--- src/source/pmpPkg.sv ---
/*
  Shared constants for the PMP unit.
  The register map is fixed at 8 regions and a 32-bit physical address.
  Address registers hold physical address bits 31..2, zero-extended.
*/
package pmpPkg;

  // Sizes
  localparam int numRegions   = 8;
  localparam int addrWidth    = 32;
  localparam int apbAddrWidth = 8;
  localparam int counterWidth = 16;

  // Bit positions inside one config byte
  localparam int cfgBitR   = 0;
  localparam int cfgBitW   = 1;
  localparam int cfgBitX   = 2;
  localparam int cfgBitALo = 3;
  localparam int cfgBitL   = 7;

  // Address matching modes held in the A field
  localparam logic [1:0] modeOff   = 2'd0;
  localparam logic [1:0] modeTor   = 2'd1;
  localparam logic [1:0] modeNa4   = 2'd2;
  localparam logic [1:0] modeNapot = 2'd3;

  // Privilege levels, with 2 reserved
  localparam logic [1:0] privU = 2'd0;
  localparam logic [1:0] privS = 2'd1;
  localparam logic [1:0] privM = 2'd3;

  // Kind of access presented on the check port
  localparam logic [1:0] accNone  = 2'd0;
  localparam logic [1:0] accFetch = 2'd1;
  localparam logic [1:0] accLoad  = 2'd2;
  localparam logic [1:0] accStore = 2'd3;

  // APB register map, byte addresses
  localparam logic [apbAddrWidth-1:0] regCfg0       = 8'h00;
  localparam logic [apbAddrWidth-1:0] regCfg1       = 8'h04;
  localparam logic [apbAddrWidth-1:0] regAddrBase   = 8'h10;
  localparam logic [apbAddrWidth-1:0] regAddrLast   =
    regAddrBase + apbAddrWidth'(4 * (numRegions - 1));
  localparam logic [apbAddrWidth-1:0] regFaultCount = 8'h30;

  // APB phase encodings for the slave FSM
  localparam logic [1:0] apbIdle   = 2'd0;
  localparam logic [1:0] apbSetup  = 2'd1;
  localparam logic [1:0] apbAccess = 2'd2;

endpackage

--- src/source/apbSlaveFsm.sv ---
/*
  APB3 slave phase tracker with zero wait states.
  Outputs follow the current bus phase combinationally.
  Unmapped or unaligned addresses complete with PSLVERR and no strobe.
*/
`timescale 1ns/1ps

module apbSlaveFsm (
  input  logic                             clk,
  input  logic                             reset,
  input  logic                             PSEL,
  input  logic                             PENABLE,
  input  logic                             PWRITE,
  input  logic [pmpPkg::apbAddrWidth-1:0]  PADDR,
  output logic                             PREADY,
  output logic                             PSLVERR,
  output logic                             regWrite,
  output logic                             regRead
);
  import pmpPkg::*;

  // The register holds the phase of the previous cycle
  logic [1:0] phaseQ;
  logic [1:0] phase;
  logic       aligned;
  logic       mapped;
  logic       inAccess;

  ////////////////////////////////////////
  // Phase sequencing
  ////////////////////////////////////////

  // An access phase only counts when it directly follows a setup phase
  always_comb begin
    phase = apbIdle;
    case (phaseQ)
      apbSetup: begin
        if (PSEL && PENABLE) begin
          phase = apbAccess;
        end else if (PSEL) begin
          // Setup seen again, so the transfer restarts
          phase = apbSetup;
        end
      end
      apbIdle, apbAccess: begin
        if (PSEL && !PENABLE) begin
          phase = apbSetup;
        end
      end
      default: phase = apbIdle;
    endcase
  end

  always_ff @(posedge clk) begin
    if (reset) begin
      phaseQ <= apbIdle;
    end else begin
      phaseQ <= phase;
    end
  end

  ////////////////////////////////////////
  // Address decode and strobes
  ////////////////////////////////////////

  assign aligned = (PADDR[1:0] == 2'b00);

  // Config words, the address block and the counter form the whole map
  assign mapped = aligned && ((PADDR == regCfg0) || (PADDR == regCfg1) ||
                  ((PADDR >= regAddrBase) && (PADDR <= regAddrLast)) ||
                  (PADDR == regFaultCount));

  assign inAccess = (phase == apbAccess);
  assign PREADY   = inAccess;
  assign PSLVERR  = inAccess && !mapped;
  assign regWrite = inAccess && mapped && PWRITE;
  assign regRead  = inAccess && mapped && !PWRITE;

endmodule

--- src/source/pmpRegFile.sv ---
/*
  PMP config bytes and address registers behind the APB map.
  Locked bytes and locked addresses ignore writes until reset.
  A locked TOR entry also protects the address register below it.
  Writing the counter address clears the fault count and stores nothing.
*/
`timescale 1ns/1ps

module pmpRegFile (
  input  logic                                                clk,
  input  logic                                                reset,
  input  logic                                                regWrite,
  input  logic                                                regRead,
  input  logic [pmpPkg::apbAddrWidth-1:0]                     PADDR,
  input  logic [31:0]                                         PWDATA,
  input  logic [pmpPkg::counterWidth-1:0]                     faultCount,
  output logic [31:0]                                         PRDATA,
  output logic [pmpPkg::numRegions-1:0][7:0]                  cfgFlat,
  output logic [pmpPkg::numRegions-1:0][pmpPkg::addrWidth-1:0] addrFlat,
  output logic                                                faultClear
);
  import pmpPkg::*;

  logic [numRegions-1:0][7:0]           cfgQ;
  logic [numRegions-1:0][addrWidth-1:0] addrQ;
  logic [numRegions-1:0]                cfgWrEn;
  logic [numRegions-1:0]                addrWrEn;
  // Set when the entry above is a locked TOR entry
  logic [numRegions-1:0]                torLockAbove;
  logic [31:0]                          readData;

  ////////////////////////////////////////
  // Lock-aware write enables
  ////////////////////////////////////////

  for (genvar r = 0; r < numRegions; r++) begin : genWrEn
    // Lower half of the regions lives in cfg0, upper half in cfg1
    assign cfgWrEn[r] = regWrite && !cfgQ[r][cfgBitL] &&
                        ((r < numRegions / 2) ? (PADDR == regCfg0) : (PADDR == regCfg1));

    if (r < numRegions - 1) begin : genNext
      assign torLockAbove[r] = cfgQ[r+1][cfgBitL] &&
                               (cfgQ[r+1][cfgBitALo +: 2] == modeTor);
    end else begin : genTop
      assign torLockAbove[r] = 1'b0;
    end

    assign addrWrEn[r] = regWrite && !cfgQ[r][cfgBitL] && !torLockAbove[r] &&
                         (PADDR == regAddrBase + apbAddrWidth'(4 * r));
  end

  always_ff @(posedge clk) begin
    if (reset) begin
      cfgQ  <= '0;
      addrQ <= '0;
    end else begin
      for (int r = 0; r < numRegions; r++) begin
        // Each region takes its own byte lane of the word
        if (cfgWrEn[r]) begin
          cfgQ[r] <= PWDATA[8*(r % 4) +: 8];
        end
        // Only bits 31..2 of the address are kept
        if (addrWrEn[r]) begin
          addrQ[r] <= {2'b00, PWDATA[addrWidth-3:0]};
        end
      end
    end
  end

  assign cfgFlat    = cfgQ;
  assign addrFlat   = addrQ;
  assign faultClear = regWrite && (PADDR == regFaultCount);

  ////////////////////////////////////////
  // Read data
  ////////////////////////////////////////

  always_comb begin
    readData = '0;
    if (PADDR == regCfg0) begin
      readData = cfgQ[3:0];
    end else if (PADDR == regCfg1) begin
      readData = cfgQ[7:4];
    end else if (PADDR == regFaultCount) begin
      readData = {{(32 - counterWidth){1'b0}}, faultCount};
    end
    for (int r = 0; r < numRegions; r++) begin
      if (PADDR == regAddrBase + apbAddrWidth'(4 * r)) begin
        readData = addrQ[r];
      end
    end
  end

  // The bus sees data only during a mapped read
  assign PRDATA = regRead ? readData : '0;

endmodule

--- src/source/pmpAdrDec.sv ---
/*
  Address matcher for one PMP region.
  curAddr carries physical address bits 31..2, so matching is per word.
  NAPOT regions are at least 8 bytes, NA4 exactly one word.
*/
`timescale 1ns/1ps

module pmpAdrDec (
  input  logic [pmpPkg::addrWidth-1:0] accAddr,
  input  logic [1:0]                   adrMode,
  input  logic [pmpPkg::addrWidth-1:0] curAddr,
  input  logic                         atLeastPrev,
  output logic                         atLeastCur,
  output logic                         match
);
  import pmpPkg::*;

  logic [addrWidth-3:0] accWord;
  logic [addrWidth-3:0] curWord;
  // Bits of the word address that a NAPOT region ignores
  logic [addrWidth-3:0] napotDontCare;
  logic                 torHit;
  logic                 na4Hit;
  logic                 napotHit;

  assign accWord = accAddr[addrWidth-1:2];
  assign curWord = curAddr[addrWidth-3:0];

  // Feeds the next region as the bottom of its TOR range
  assign atLeastCur = (accWord >= curWord);

  // TOR covers prevAddr <= addr < curAddr
  assign torHit = atLeastPrev && !atLeastCur;

  assign na4Hit = (accWord == curWord);

  // Adding one flips the trailing ones and the first zero above them,
  // which is exactly the span a NAPOT encoding leaves open
  assign napotDontCare = curWord ^ (curWord + 1'b1);
  assign napotHit      = (((accWord ^ curWord) & ~napotDontCare) == '0);

  always_comb begin
    case (adrMode)
      modeTor:   match = torHit;
      modeNa4:   match = na4Hit;
      modeNapot: match = napotHit;
      modeOff:   match = 1'b0;
      default:   match = 1'b0;
    endcase
  end

endmodule

--- src/source/pmpChecker.sv ---
/*
  Combinational PMP check of one access against all regions.
  The lowest-numbered matching region decides.
  S and U mode are denied by default once any region is active,
  M mode is only restricted by locked regions.
*/
`timescale 1ns/1ps

module pmpChecker (
  input  logic [1:0]                                          accKind,
  input  logic [pmpPkg::addrWidth-1:0]                        accAddr,
  input  logic [1:0]                                          accPriv,
  input  logic [pmpPkg::numRegions-1:0][7:0]                  cfgFlat,
  input  logic [pmpPkg::numRegions-1:0][pmpPkg::addrWidth-1:0] addrFlat,
  output logic                                                instrFault,
  output logic                                                loadFault,
  output logic                                                storeFault,
  output logic                                                squash
);
  import pmpPkg::*;

  // Bit r+1 is high when the access is at or above region r's address
  logic [numRegions:0]   atLeastChain;
  logic [numRegions-1:0] regionHit;
  logic [numRegions-1:0] regionActive;
  logic [7:0]            hitCfg;
  logic                  anyHit;
  logic                  lBit, xBit, wBit, rBit;
  logic                  isFetch, isLoad, isStore;
  logic                  enforce;

  ////////////////////////////////////////
  // Region decoders
  ////////////////////////////////////////

  // Region 0 in TOR mode starts at address zero
  assign atLeastChain[0] = 1'b1;

  for (genvar r = 0; r < numRegions; r++) begin : genDec
    pmpAdrDec decI (
      .accAddr     (accAddr),
      .adrMode     (cfgFlat[r][cfgBitALo +: 2]),
      .curAddr     (addrFlat[r]),
      .atLeastPrev (atLeastChain[r]),
      .atLeastCur  (atLeastChain[r+1]),
      .match       (regionHit[r])
    );
    assign regionActive[r] = (cfgFlat[r][cfgBitALo +: 2] != modeOff);
  end

  // Walk from the top so the lowest hit is written last
  always_comb begin
    hitCfg = '0;
    for (int r = numRegions - 1; r >= 0; r--) begin
      if (regionHit[r]) begin
        hitCfg = cfgFlat[r];
      end
    end
  end

  assign anyHit = |regionHit;
  // Without a hit every permission reads as missing
  assign lBit = anyHit && hitCfg[cfgBitL];
  assign xBit = anyHit && hitCfg[cfgBitX];
  assign wBit = anyHit && hitCfg[cfgBitW];
  assign rBit = anyHit && hitCfg[cfgBitR];

  ////////////////////////////////////////
  // Fault decision
  ////////////////////////////////////////

  always_comb begin
    isFetch = 1'b0;
    isLoad  = 1'b0;
    isStore = 1'b0;
    case (accKind)
      accFetch: isFetch = 1'b1;
      accLoad:  isLoad  = 1'b1;
      accStore: isStore = 1'b1;
      accNone:  isFetch = 1'b0;
      default:  isFetch = 1'b0;
    endcase
  end

  // Reserved privilege 2 is checked like U mode
  always_comb begin
    case (accPriv)
      privM:        enforce = lBit;
      privS, privU: enforce = |regionActive;
      default:      enforce = |regionActive;
    endcase
  end

  assign instrFault = enforce && isFetch && !xBit;
  assign loadFault  = enforce && isLoad  && !rBit;
  assign storeFault = enforce && isStore && !wBit;
  assign squash     = instrFault || loadFault || storeFault;

endmodule

--- src/source/faultCounter.sv ---
/*
  Counts cycles in which the checker squashed an access.
  Holds at all ones instead of wrapping.
  A software clear wins over an increment in the same cycle.
*/
`timescale 1ns/1ps

module faultCounter (
  input  logic                            clk,
  input  logic                            reset,
  input  logic                            squash,
  input  logic                            faultClear,
  output logic [pmpPkg::counterWidth-1:0] faultCount
);
  import pmpPkg::*;

  logic [counterWidth-1:0] countQ;
  logic                    saturated;

  assign saturated = &countQ;

  always_ff @(posedge clk) begin
    if (reset) begin
      countQ <= '0;
    end else if (faultClear) begin
      countQ <= '0;
    end else if (squash && !saturated) begin
      countQ <= countQ + 1'b1;
    end
  end

  assign faultCount = countQ;

endmodule

--- src/source/pmpUnit.sv ---
/*
  PMP unit top with an APB3 config port and a combinational check port.
  8 regions, 32-bit physical addresses, no wait states on APB.
  Fault outputs follow the access inputs in the same cycle.
*/
`timescale 1ns/1ps

module pmpUnit (
  input  logic                            clk,
  input  logic                            reset,
  // APB3 slave port
  input  logic                            PSEL,
  input  logic                            PENABLE,
  input  logic                            PWRITE,
  input  logic [pmpPkg::apbAddrWidth-1:0] PADDR,
  input  logic [31:0]                     PWDATA,
  output logic [31:0]                     PRDATA,
  output logic                            PREADY,
  output logic                            PSLVERR,
  // Access check port
  input  logic [1:0]                      accKind,
  input  logic [pmpPkg::addrWidth-1:0]    accAddr,
  input  logic [1:0]                      accPriv,
  output logic                            instrFault,
  output logic                            loadFault,
  output logic                            storeFault,
  output logic                            squash
);
  import pmpPkg::*;

  logic                                 regWrite;
  logic                                 regRead;
  logic                                 faultClear;
  logic [counterWidth-1:0]              faultCount;
  logic [numRegions-1:0][7:0]           cfgFlat;
  logic [numRegions-1:0][addrWidth-1:0] addrFlat;

  apbSlaveFsm apbI (
    .clk(clk), .reset(reset), .PSEL(PSEL), .PENABLE(PENABLE), .PWRITE(PWRITE),
    .PADDR(PADDR), .PREADY(PREADY), .PSLVERR(PSLVERR),
    .regWrite(regWrite), .regRead(regRead)
  );

  pmpRegFile regI (
    .clk(clk), .reset(reset), .regWrite(regWrite), .regRead(regRead),
    .PADDR(PADDR), .PWDATA(PWDATA), .faultCount(faultCount), .PRDATA(PRDATA),
    .cfgFlat(cfgFlat), .addrFlat(addrFlat), .faultClear(faultClear)
  );

  pmpChecker checkI (
    .accKind(accKind), .accAddr(accAddr), .accPriv(accPriv),
    .cfgFlat(cfgFlat), .addrFlat(addrFlat),
    .instrFault(instrFault), .loadFault(loadFault), .storeFault(storeFault),
    .squash(squash)
  );

  // Squashed cycles are counted for software to read back
  faultCounter countI (
    .clk(clk), .reset(reset), .squash(squash), .faultClear(faultClear),
    .faultCount(faultCount)
  );

endmodule

--- config.mk ---
export PLATFORM = sky130hd
export DESIGN_NAME = pmpUnit
export DESIGN_NICKNAME = d
export VERILOG_FILES = /design/src/source/pmpPkg.sv /design/src/source/apbSlaveFsm.sv /design/src/source/pmpRegFile.sv /design/src/source/pmpAdrDec.sv /design/src/source/pmpChecker.sv /design/src/source/faultCounter.sv /design/src/source/pmpUnit.sv
export SDC_FILE = /design/constraint.sdc
export NUM_CORES = 1
export LEC_CHECK = 0
export BUFFER_PORTS_ARGS = -buffer_cell sky130_fd_sc_hd__buf_2
export CAP_MARGIN = 15
export CORE_ASPECT_RATIO = 2
export CORE_MARGIN = 2
export CORE_UTILIZATION = 60
export CTS_CLUSTER_SIZE = 30
export DETAILED_ROUTE_END_ITERATION = 10
export PLACE_DENSITY_LB_ADDON = 0.25
export SETUP_SLACK_MARGIN = 0.05
export SKIP_LAST_GASP = 1
export SYNTH_ARGS = -nofsm -noshare
export SYNTH_HDL_FRONTEND = slang
export SYNTH_SLANG_ARGS = --single-unit
--- constraint.sdc ---
create_clock -name clk -period 4.9 [get_ports clk]
set_input_delay 0.245 -clock clk [delete_from_list [all_inputs] [get_ports clk]]
set_output_delay 0.245 -clock clk [all_outputs]
set_load 0.05 [all_outputs]
==> results of run 1 <==
metal layers:
| layer | overflow | GRT usage [%] |
|---|---|---|
| met4 | 4 | 67.9 |
| met5 | 0 | 9.79 |
| met1 | 0 | 70.0 |
| met2 | 1 | 86.8 |
| met3 | 0 | 45.2 |
cell usage after synthesis, types with 8 or more instances:
master | instances | share of area, %
nor2_1 | 126 | 2.0
a21o_1 | 22 | 0.70
o21ai_0 | 173 | 3.7
a41oi_1 | 19 | 0.70
o2111ai_1 | 8 | 0.30
nor3_1 | 43 | 0.91
nand4_1 | 82 | 2.2
nand3_1 | 86 | 1.8
inv_1 | 265 | 4.2
o221ai_1 | 26 | 0.96
or4_1 | 12 | 0.38
a221oi_1 | 18 | 0.66
a21oi_1 | 534 | 11
o211ai_1 | 30 | 0.95
dfxtp_1 | 322 | 27
and3_1 | 39 | 1.0
and4_1 | 19 | 0.70
o21bai_1 | 10 | 0.32
a211oi_1 | 22 | 0.70
a222oi_1 | 30 | 1.3
a31oi_1 | 72 | 1.9
nor2b_1 | 10 | 0.26
nor4_1 | 72 | 1.9
o22ai_1 | 12 | 0.32
or3_1 | 13 | 0.34
and2_1 | 16 | 0.42
clkbuf_1 | 167 | 2.6
nand2_1 | 697 | 11
o31ai_1 | 10 | 0.32
ha_1 | 249 | 13
nand2b_1 | 11 | 0.29
a22oi_1 | 28 | 0.89
through the flow:
step           hold WS [ns]  setup slack [ns]  setup TNS [ns]  util (%)  std cells
2_1_floorplan         0.361             0.206               0         -       3366
4_1_cts              0.0512            0.0498               0      71.8       4156
3_3_place_gp          0.399         -0.000805       -0.000805      67.0       4079
3_5_place_dp          0.415           -0.0956          -0.711      67.0       4079
logic make-up after synthesis:
kind of cell,share of synthesized area (%)
simple gates,24.8
compound gates,27.4
buf+inv,7.13
flops,27.2
fa+ha+maj,13.1
mux,0.295
xor+xnor,0.0739
timing repair:
| action | CTS |
|---|---|
| setup buffers | 18 |
| hold buffers | 4 |
| endpoints found under the setup margin | 15 |
| hold endpoints to repair | 5 |
| gates resized for setup | 113 |
| pin swaps | 39 |
==> reports/results.txt, run 1 <==
Run status = stopped before the end
Failing step = global routing (5_1_grt)
Err = [ERROR GRT-0232] Routing congestion too high. Check the congestion heatmap in the GUI.
Max Buffers Root-to-Sink = 3
Rows = 103
Ys flop type = dfxtp_1
# H-tree levels = 1
FFs w/ async S/R, synth = 0%
Number of synthesis warnings = 0
DPL Wire Length = 93500 um
Average cell area after synthesis = 7.05 sq um
Die width = 145 um
Synthesized cell area = 0.0237 sq mm
Seq/Total Area, Yosys = 27.2%
Global route overflow = 5
Sink Count = 322
EDFF count, synth = 0
Placer Congestion = 1.16
Synth cell types = 81
Placed cell area = 0.0263 sq mm
Synth Register Bits = 322
Net Count, Synth = 3696
GRT Util Overall = 67.8%
Initial core utilization = 60.5%
Largest net degree at the start of global routing = 157
CTS Buf Count = 31
Root buf cell = clkbuf_16
Die H = 285 um
Cells after Synth = 3366
IO Port Bufs = 116
Num ports = 119
==> run 2: changes to the inputs <==
--- a/config.mk
+++ b/config.mk
@@ -7,13 +7,10 @@
 export LEC_CHECK = 0
 export BUFFER_PORTS_ARGS = -buffer_cell sky130_fd_sc_hd__buf_2
 export CAP_MARGIN = 15
-export CORE_ASPECT_RATIO = 2
 export CORE_MARGIN = 2
-export CORE_UTILIZATION = 60
-export CTS_CLUSTER_SIZE = 30
+export CORE_UTILIZATION = 40
 export DETAILED_ROUTE_END_ITERATION = 10
-export PLACE_DENSITY_LB_ADDON = 0.25
-export SETUP_SLACK_MARGIN = 0.05
+export PLACE_DENSITY_LB_ADDON = 0.15
 export SKIP_LAST_GASP = 1
 export SYNTH_ARGS = -nofsm -noshare
 export SYNTH_HDL_FRONTEND = slang
==> run 2 against run 1 <==
Against the previous run: the run now ends clean; synthesized cell count unchanged; synthesized area unchanged.
==> reports/results.txt, run 2 <==
Skew final = 0.0344 ns
WP buf/inv = 5
Worst Hold Class = input pin to flop
Simple-Gate Fraction of Synth Area = 24.8% (unchanged)
Synth cell types = 81 (unchanged)
CTS Buf Count = 42 (+35%)
Routed vias/inst = 6.53
Crit start category = flop
Clock-pin slew on the worst setup and hold paths = 0.06 ns
Setup violators final = 0
Ys flop type = dfxtp_1
Root buf cell = clkbuf_16
Final #Nets = 3970
Area of the die = 0.0613 sq mm
Core footprint = 0.0588 sq mm
DPL Wire Length = 102000 um (+9.2%)
Cell family with most CP delay = simple AND/OR/NAND/NOR gates
Vias in the first global route = 26600
Final Slew Violations = 0
Synthesized cell area = 0.0237 sq mm (unchanged)
Commonest non-fill, non-tap cells in the layout = nand2_1 (696), a21oi_1 (531), dfxtp_1 (280)
CP max stage delay = 0.43 ns
Crit path capture type = primary output
Initial antenna violation count = 8
Worst skew pair latency = 0.61 ns
Vias = 29000
Xor/xnor share of the synthesized area = 0.0739% (unchanged)
Antenna Nets Post-Route = 0
Slew at the pin with the worst max-slew slack = 1.18 ns
Final WL = 137000 um
CP max stage cell = nor4_2
Slew margin rel. = 20.8%
Cells after Synth = 3366 (unchanged)
Sink Count = 322 (unchanged)
Max VDD drop = 243 uV
Compound-cell area share of the yosys netlist = 27.4% (unchanged)
IO Port Bufs = 116 (unchanged)
Max Buffers Root-to-Sink = 3 (unchanged)
Net Count, Synth = 3696 (unchanged)
CP arrival = 4.62 ns
Largest register FFs = 240
Die H = 248 um (-13%)
GR Layer Usage met3 = 10.6%
Rows = 89 (-14%)
Share of the clock period used by the worst path = 99.2%
Largest net degree at the start of global routing = 137
Top Usage Layer GRT = met2
Setup ws final = 0.0370 ns
Leakage = 10.3 nW
Synth Register Bits = 322 (unchanged)
Layout cells sized above 1 = 17.3%
Drc violations = 0
Number of synthesis warnings = 0 (unchanged)
Place WS = -0.0789 ns (+0.0166 ns)
Seq/Total Area, Yosys = 27.2% (unchanged)
Global route overflow = 0
Yosys top cell area share = 27.2% (unchanged)
Peak Freq = 0.206 GHz
Critical path data required time = 4.66 ns
Fin crit period = 4.86 ns
WL per Instance = 30.9 um
Placer Congestion = 1.10 (-5.0%)
Post-synth top area cell = dfxtp_1
Fin Setup TNS = 0 ns
FFs w/ async S/R, synth = 0% (unchanged)
Global-route wire length before repair = 190000 um
Area contributors post-synth = dfxtp_1 (27%), ha_1 (13%), a21oi_1 (11%)
# H-tree levels = 2 (+1)
CTS tree = built
Run status = completed
Power Density = 234 mW/mm^2
Met1 GRT Util = 55.2%
GRT Util Overall = 43.4%
Top-count cell post-synth = nand2_1
Max-cap check violation count = 0
Num ports = 119 (unchanged)
Synthesized-area fraction occupied by adder cells = 13.1% (unchanged)
Die width = 248 um (+71%)
Final Hold Viols = 0
Fin cells = 4446
Met2 usage = 62.6%
Initial detailed-routing violation count = 4020
Commonest non-fill, non-tap cell in the layout = nand2_1
RSZ-0062 raised after global routing = yes
Drt first pass iters = 9
Average cell area after synthesis = 7.05 sq um (unchanged)
Area delta synth->final = 23.7%
Final Power = 6.88 mW
Main combinational cell family by area after synthesis = compound AO/OA/AOI/OAI gates
Crit path kind = flop to primary output
Synth cell count leaders = nand2_1 (697), a21oi_1 (534), dfxtp_1 (322), inv_1 (265), ha_1 (249)
Worst path cell trace = buf_4 -> nand4_1 -> nor4_2 -> o2111ai_1 -> nor4_2 -> buf_4 -> a41o_1 -> a31oi_1 -> buf_12 -> or2_2 -> o2111ai_4 -> a31oi_4 -> o311a_1 -> o31ai_4 -> buf_6 -> nor2_4 -> nor2_2 -> buf_6
Crit-path max FO = 9
Placed cells = 4348 (+6.6%)
EDFF count, synth = 0 (unchanged)
Initial core utilization = 40.3% (-20 points)
Mux share of post-synthesis cell area = 0.295% (unchanged)
[run 2: cell counts after synthesis]
No cell type changed its count.
[run 2: layer usage]
| metal | wire length, um | vias up |
|---|---|---|
| met1 | 52900 | 13800 |
| met4 | 13100 | 4 |
| met2 | 55700 | 1935 |
| li1 | - | 12800 |
| met5 | 27 | - |
| met3 | 15700 | 484 |
[run 2: repair_timing]
item,in CTS,in global routing
buffers inserted,4,12
endpoints found under the setup margin,4,7
hold endpoints to repair,6,0
gates resized for setup,33,136
hold buffers,5,0
pin swaps,12,37
[run 2: where the power goes]
part           internal [mW]  switching [mW]  leakage (nW)
combinational          0.300           0.619          6.98
clock                   1.98            1.37         0.711
sequential              2.61        0.000219          2.62
[run 2: worst reg2reg max path: cells and delay by family, from the launching register on]
kind                   cells  cell delay, ns
AOI/OAI and AO/OA          9            1.64
buffers and inverters      5            0.82
DFF                        1            0.33
and+or+nand+nor            5            1.72
[run 2: area by class of cell]
cell class / instances / area [sq um]
Multi-Input combinational cell: 2601 / 16300
Fill cell: 5968 / 29500
Clock buffer: 55 / 1190
Inverter: 265 / 995
Timing Repair Buffer: 408 / 3090
Antenna cell: 1 / 2.50
Clock inverter: 21 / 267
Sequential cell: 322 / 6520
Tap cell: 773 / 967
[run 2: through the flow]
stage	hold slack (ns)	area, sq um	util [%]
final	0.0647	29300	49.9
after global routing	0.0501	29300	49.9
after CTS	0.0354	28600	48.7
after detailed placement	0.413	26900	45.8
after global placement	0.398	26900	45.8
after floorplan	0.361	23700	-
[run 2: final timing paths]
check | from | end | slack (ns) | depth (start not counted)
hold / removal | PWDATA[29] | regI.addrFlat[29] | 0.06 | 3
hold reg to reg | apbI.phaseQ[1] | apbI.phaseQ[0] | 0.44 | 1
setup / recovery | regI.addrFlat[169] | squash | 0.04 | 18
setup reg to reg | regI.addrFlat[169] | countI.faultCount[8] | 0.34 | 19
[run 2: cell families (layout without fill, tap and decap cells)]
logic type	Yosys count	in the layout
flops	322	322
compound gates	1079	1079
xor+xnor	2	2
mux	7	7
buf+inv	443	749
simple gates	1264	1264
fa+ha+maj	249	249
other cells	0	1
Power figures use the tool's default switching activity.
==> run 3: changes to the inputs <==
--- a/config.mk
+++ b/config.mk
@@ -11,6 +11,7 @@
 export CORE_UTILIZATION = 40
 export DETAILED_ROUTE_END_ITERATION = 10
 export PLACE_DENSITY_LB_ADDON = 0.15
+export SETUP_SLACK_MARGIN = 0.3
 export SKIP_LAST_GASP = 1
 export SYNTH_ARGS = -nofsm -noshare
 export SYNTH_HDL_FRONTEND = slang
==> run 3 against run 2 <==
Against the previous run: highest routed layer unchanged; cell area rose by 3.8%; fmax grew 2.6%; wire length fell by 0.90%; critical path depth is 1 lower; non-clock buffer count up 30; hold slack lost 0.022 ns; worst setup slack better by 0.12 ns; register-to-register slack got worse by 0.03 ns; sequential power about the same; clock-buffer cell count is 4 higher; cell count increased by 0.58%; clock skew shrank 0.014 ns.
==> reports/results.txt, run 3 (synthesized netlist as in run 2, its figures left out) <==
Clock share of power = 47.4% (-1.3 points)
Part of the power in registers = 38.7% (+0.7 points)
Power Density = 221 mW/mm^2 (-5.8%)
Area delta synth->final = 28.4%
Peak Freq = 0.211 GHz (+2.6%)
Run status = completed
Layout cells sized above 1 = 22.2% (+4.9 points)
Clock-pin slew on the worst setup and hold paths = 0.06 ns (about the same)
Rows = 89 (unchanged)
Crit start category = flop
Placed cells = 4324 (-0.55%)
Drc violations = 0 (unchanged)
Placer Congestion = 1.09 (-1.5%)
Final Power = 6.72 mW (-2.3%)
Antenna Nets Post-Route = 0 (unchanged)
Largest register FFs = 240 (unchanged)
CTS Buf Count = 42 (unchanged)
Initial core utilization = 40.3% (unchanged)
Fin crit period = 4.74 ns (-0.124 ns)
Max Buffers Root-to-Sink = 3 (unchanged)
WL per Instance = 30.4 um (-1.5%)
Critical path data required time = 4.66 ns (about the same)
Fin cells = 4472 (+0.58%)
Commonest non-fill, non-tap cell in the layout = nand2_1
GRT Util Overall = 42.7% (-0.67 points)
Place WS = -0.0635 ns (+0.0155 ns)
Slew margin rel. = 29.3% (+8.5 points)
IO Port Bufs = 116 (unchanged)
Placed cell area = 0.0266 sq mm (-1.3%)
Final WL = 136000 um (-0.90%)
Vias in the first global route = 26800 (+0.70%)
Fin area = 0.0305 sq mm (+3.8%)
Root buf cell = clkbuf_16
Vias = 29200 (+0.65%)
Num ports = 119 (unchanged)
Die width = 248 um (unchanged)
# H-tree levels = 2 (unchanged)
Final Slew Violations = 0 (unchanged)
Crit path capture type = primary output
Slew at the pin with the worst max-slew slack = 1.05 ns (-0.126 ns)
Share of the clock period used by the worst path = 96.7% (-2.5 points)
Final Core Density = 51.8% (+1.9 points)
Sink Count = 322 (unchanged)
Combinational power share = 13.9% (+0.5 points)
Die H = 248 um (unchanged)
Initial antenna violation count = 5 (-3)
Area of the die = 0.0613 sq mm (unchanged)
Global route overflow = 0 (unchanged)
Switching Share = 29.4% (+0.59 points)
Core footprint = 0.0588 sq mm (unchanged)
Leakage = 10.6 nW (+2.5%)
Skew final = 0.0200 ns (-0.0144 ns)
Worst Hold Class = input pin to flop
FILL cells = 5834 (-2.2%)
Fin Setup TNS = 0 ns (unchanged)
Commonest non-fill, non-tap cells in the layout = nand2_1 (694), a21oi_1 (525), buf_4 (290)
DPL Wire Length = 101000 um (-1.4%)
CTS tree = built
P_int = 4.74 mW (-3.1%)
P_sw = 1.98 mW (-0.25%)
Routed vias/inst = 6.53 (about the same)
CP arrival = 4.49 ns (-0.13 ns)
Max-cap check violation count = 0 (unchanged)
RSZ-0062 raised after global routing = yes
Largest net degree at the start of global routing = 106 (-23%)
Final #Nets = 4001 (+0.78%)
Max VDD drop = 265 uV (+8.8%)
Final hold slack = 0.0431 ns (-0.0216 ns)
Crit-path max FO = 5 (-4)
Crit path kind = flop to primary output
Final Hold Viols = 0 (unchanged)
Worst skew pair latency = 0.60 ns (about the same)
Initial detailed-routing violation count = 3787 (-5.8%)
Setup violators final = 0 (unchanged)
Global-route wire length before repair = 188000 um (-1.2%)
Setup ws final = 0.161 ns (+0.124 ns)
Drt first pass iters = 8 (-1)
-- run 3: changes by cell type in the layout (fill, tap and decap cells not counted), sizes merged --
cell,change
buf,+30
bufinv,-3
clkbuf,+4
clkinv,-3
clkinvlp,-2
inv,-1
o21ai,+1
-- run 3: repair_timing --
item                                    CTS  global route
hold endpoints to repair                  6             0
cloned                                    0             2
pin swaps                                72            89
resized for setup                       176           219
endpoints found under the setup margin   19            19
hold buffers                              5             0
buffers inserted                         39            30
-- run 3: final cells by class --
type | count | area (sq um) | area share (%)
multi-input combinational | 2602 | 17300 | 56.8
clock inverter | 12 | 141 | 0.464
timing repair buffer | 438 | 3210 | 10.5
inverter | 265 | 995 | 3.27
tap | 773 | 967 | 3.18
clock buffer | 59 | 1220 | 3.99
sequential | 322 | 6620 | 21.8
antenna | 1 | 2.50 | 0.00822
-- run 3: path summary, 6_finish.rpt --
kind / start / to / slack (ns) / cells after the start
max: regI.addrFlat[170] / storeFault / 0.16 / 17
min reg2reg: apbI.phaseQ[1] / apbI.phaseQ[0] / 0.44 / 1
min: PWDATA[29] / regI.addrFlat[189] / 0.04 / 3
max reg2reg: regI.addrFlat[11] / countI.faultCount[7] / 0.31 / 18
-- run 3: power by group through the flow --
stage | combinational [mW] | clock (mW) | sequential (mW)
finish | 0.933 | 3.19 | 2.60
detailed placement | 0.786 | 0 | 2.68
CTS | 0.830 | 3.19 | 2.62
floorplan | 0.377 | 0 | 2.68
global placement | 0.781 | 0 | 2.68
global route | 0.965 | 3.28 | 2.60
-- run 3: worst max-delay path, cell delays in order (launching register included) --
cell and delay [ns]:
dfxtp_4 0.38, inv_1 0.05, ha_1 0.32, nand4_1 0.17
buf_4 0.14, a311oi_1 0.04, o31a_1 0.38, nor3_2 0.18
buf_4 0.22, o32ai_4 0.12, or2_4 0.27, buf_4 0.15
o311a_4 0.32, o32ai_4 0.31, o22ai_2 0.15, buf_6 0.16
nor4_4 0.33, buf_6 0.21
-- run 3: layer usage --
metal	vias up	wire [um]	track usage, %
li1	12900	-	-
met1	14000	52100	55.7
met2	1881	56200	62.6
met3	438	15400	7.47
met4	2	12400	32.7
met5	-	12	0
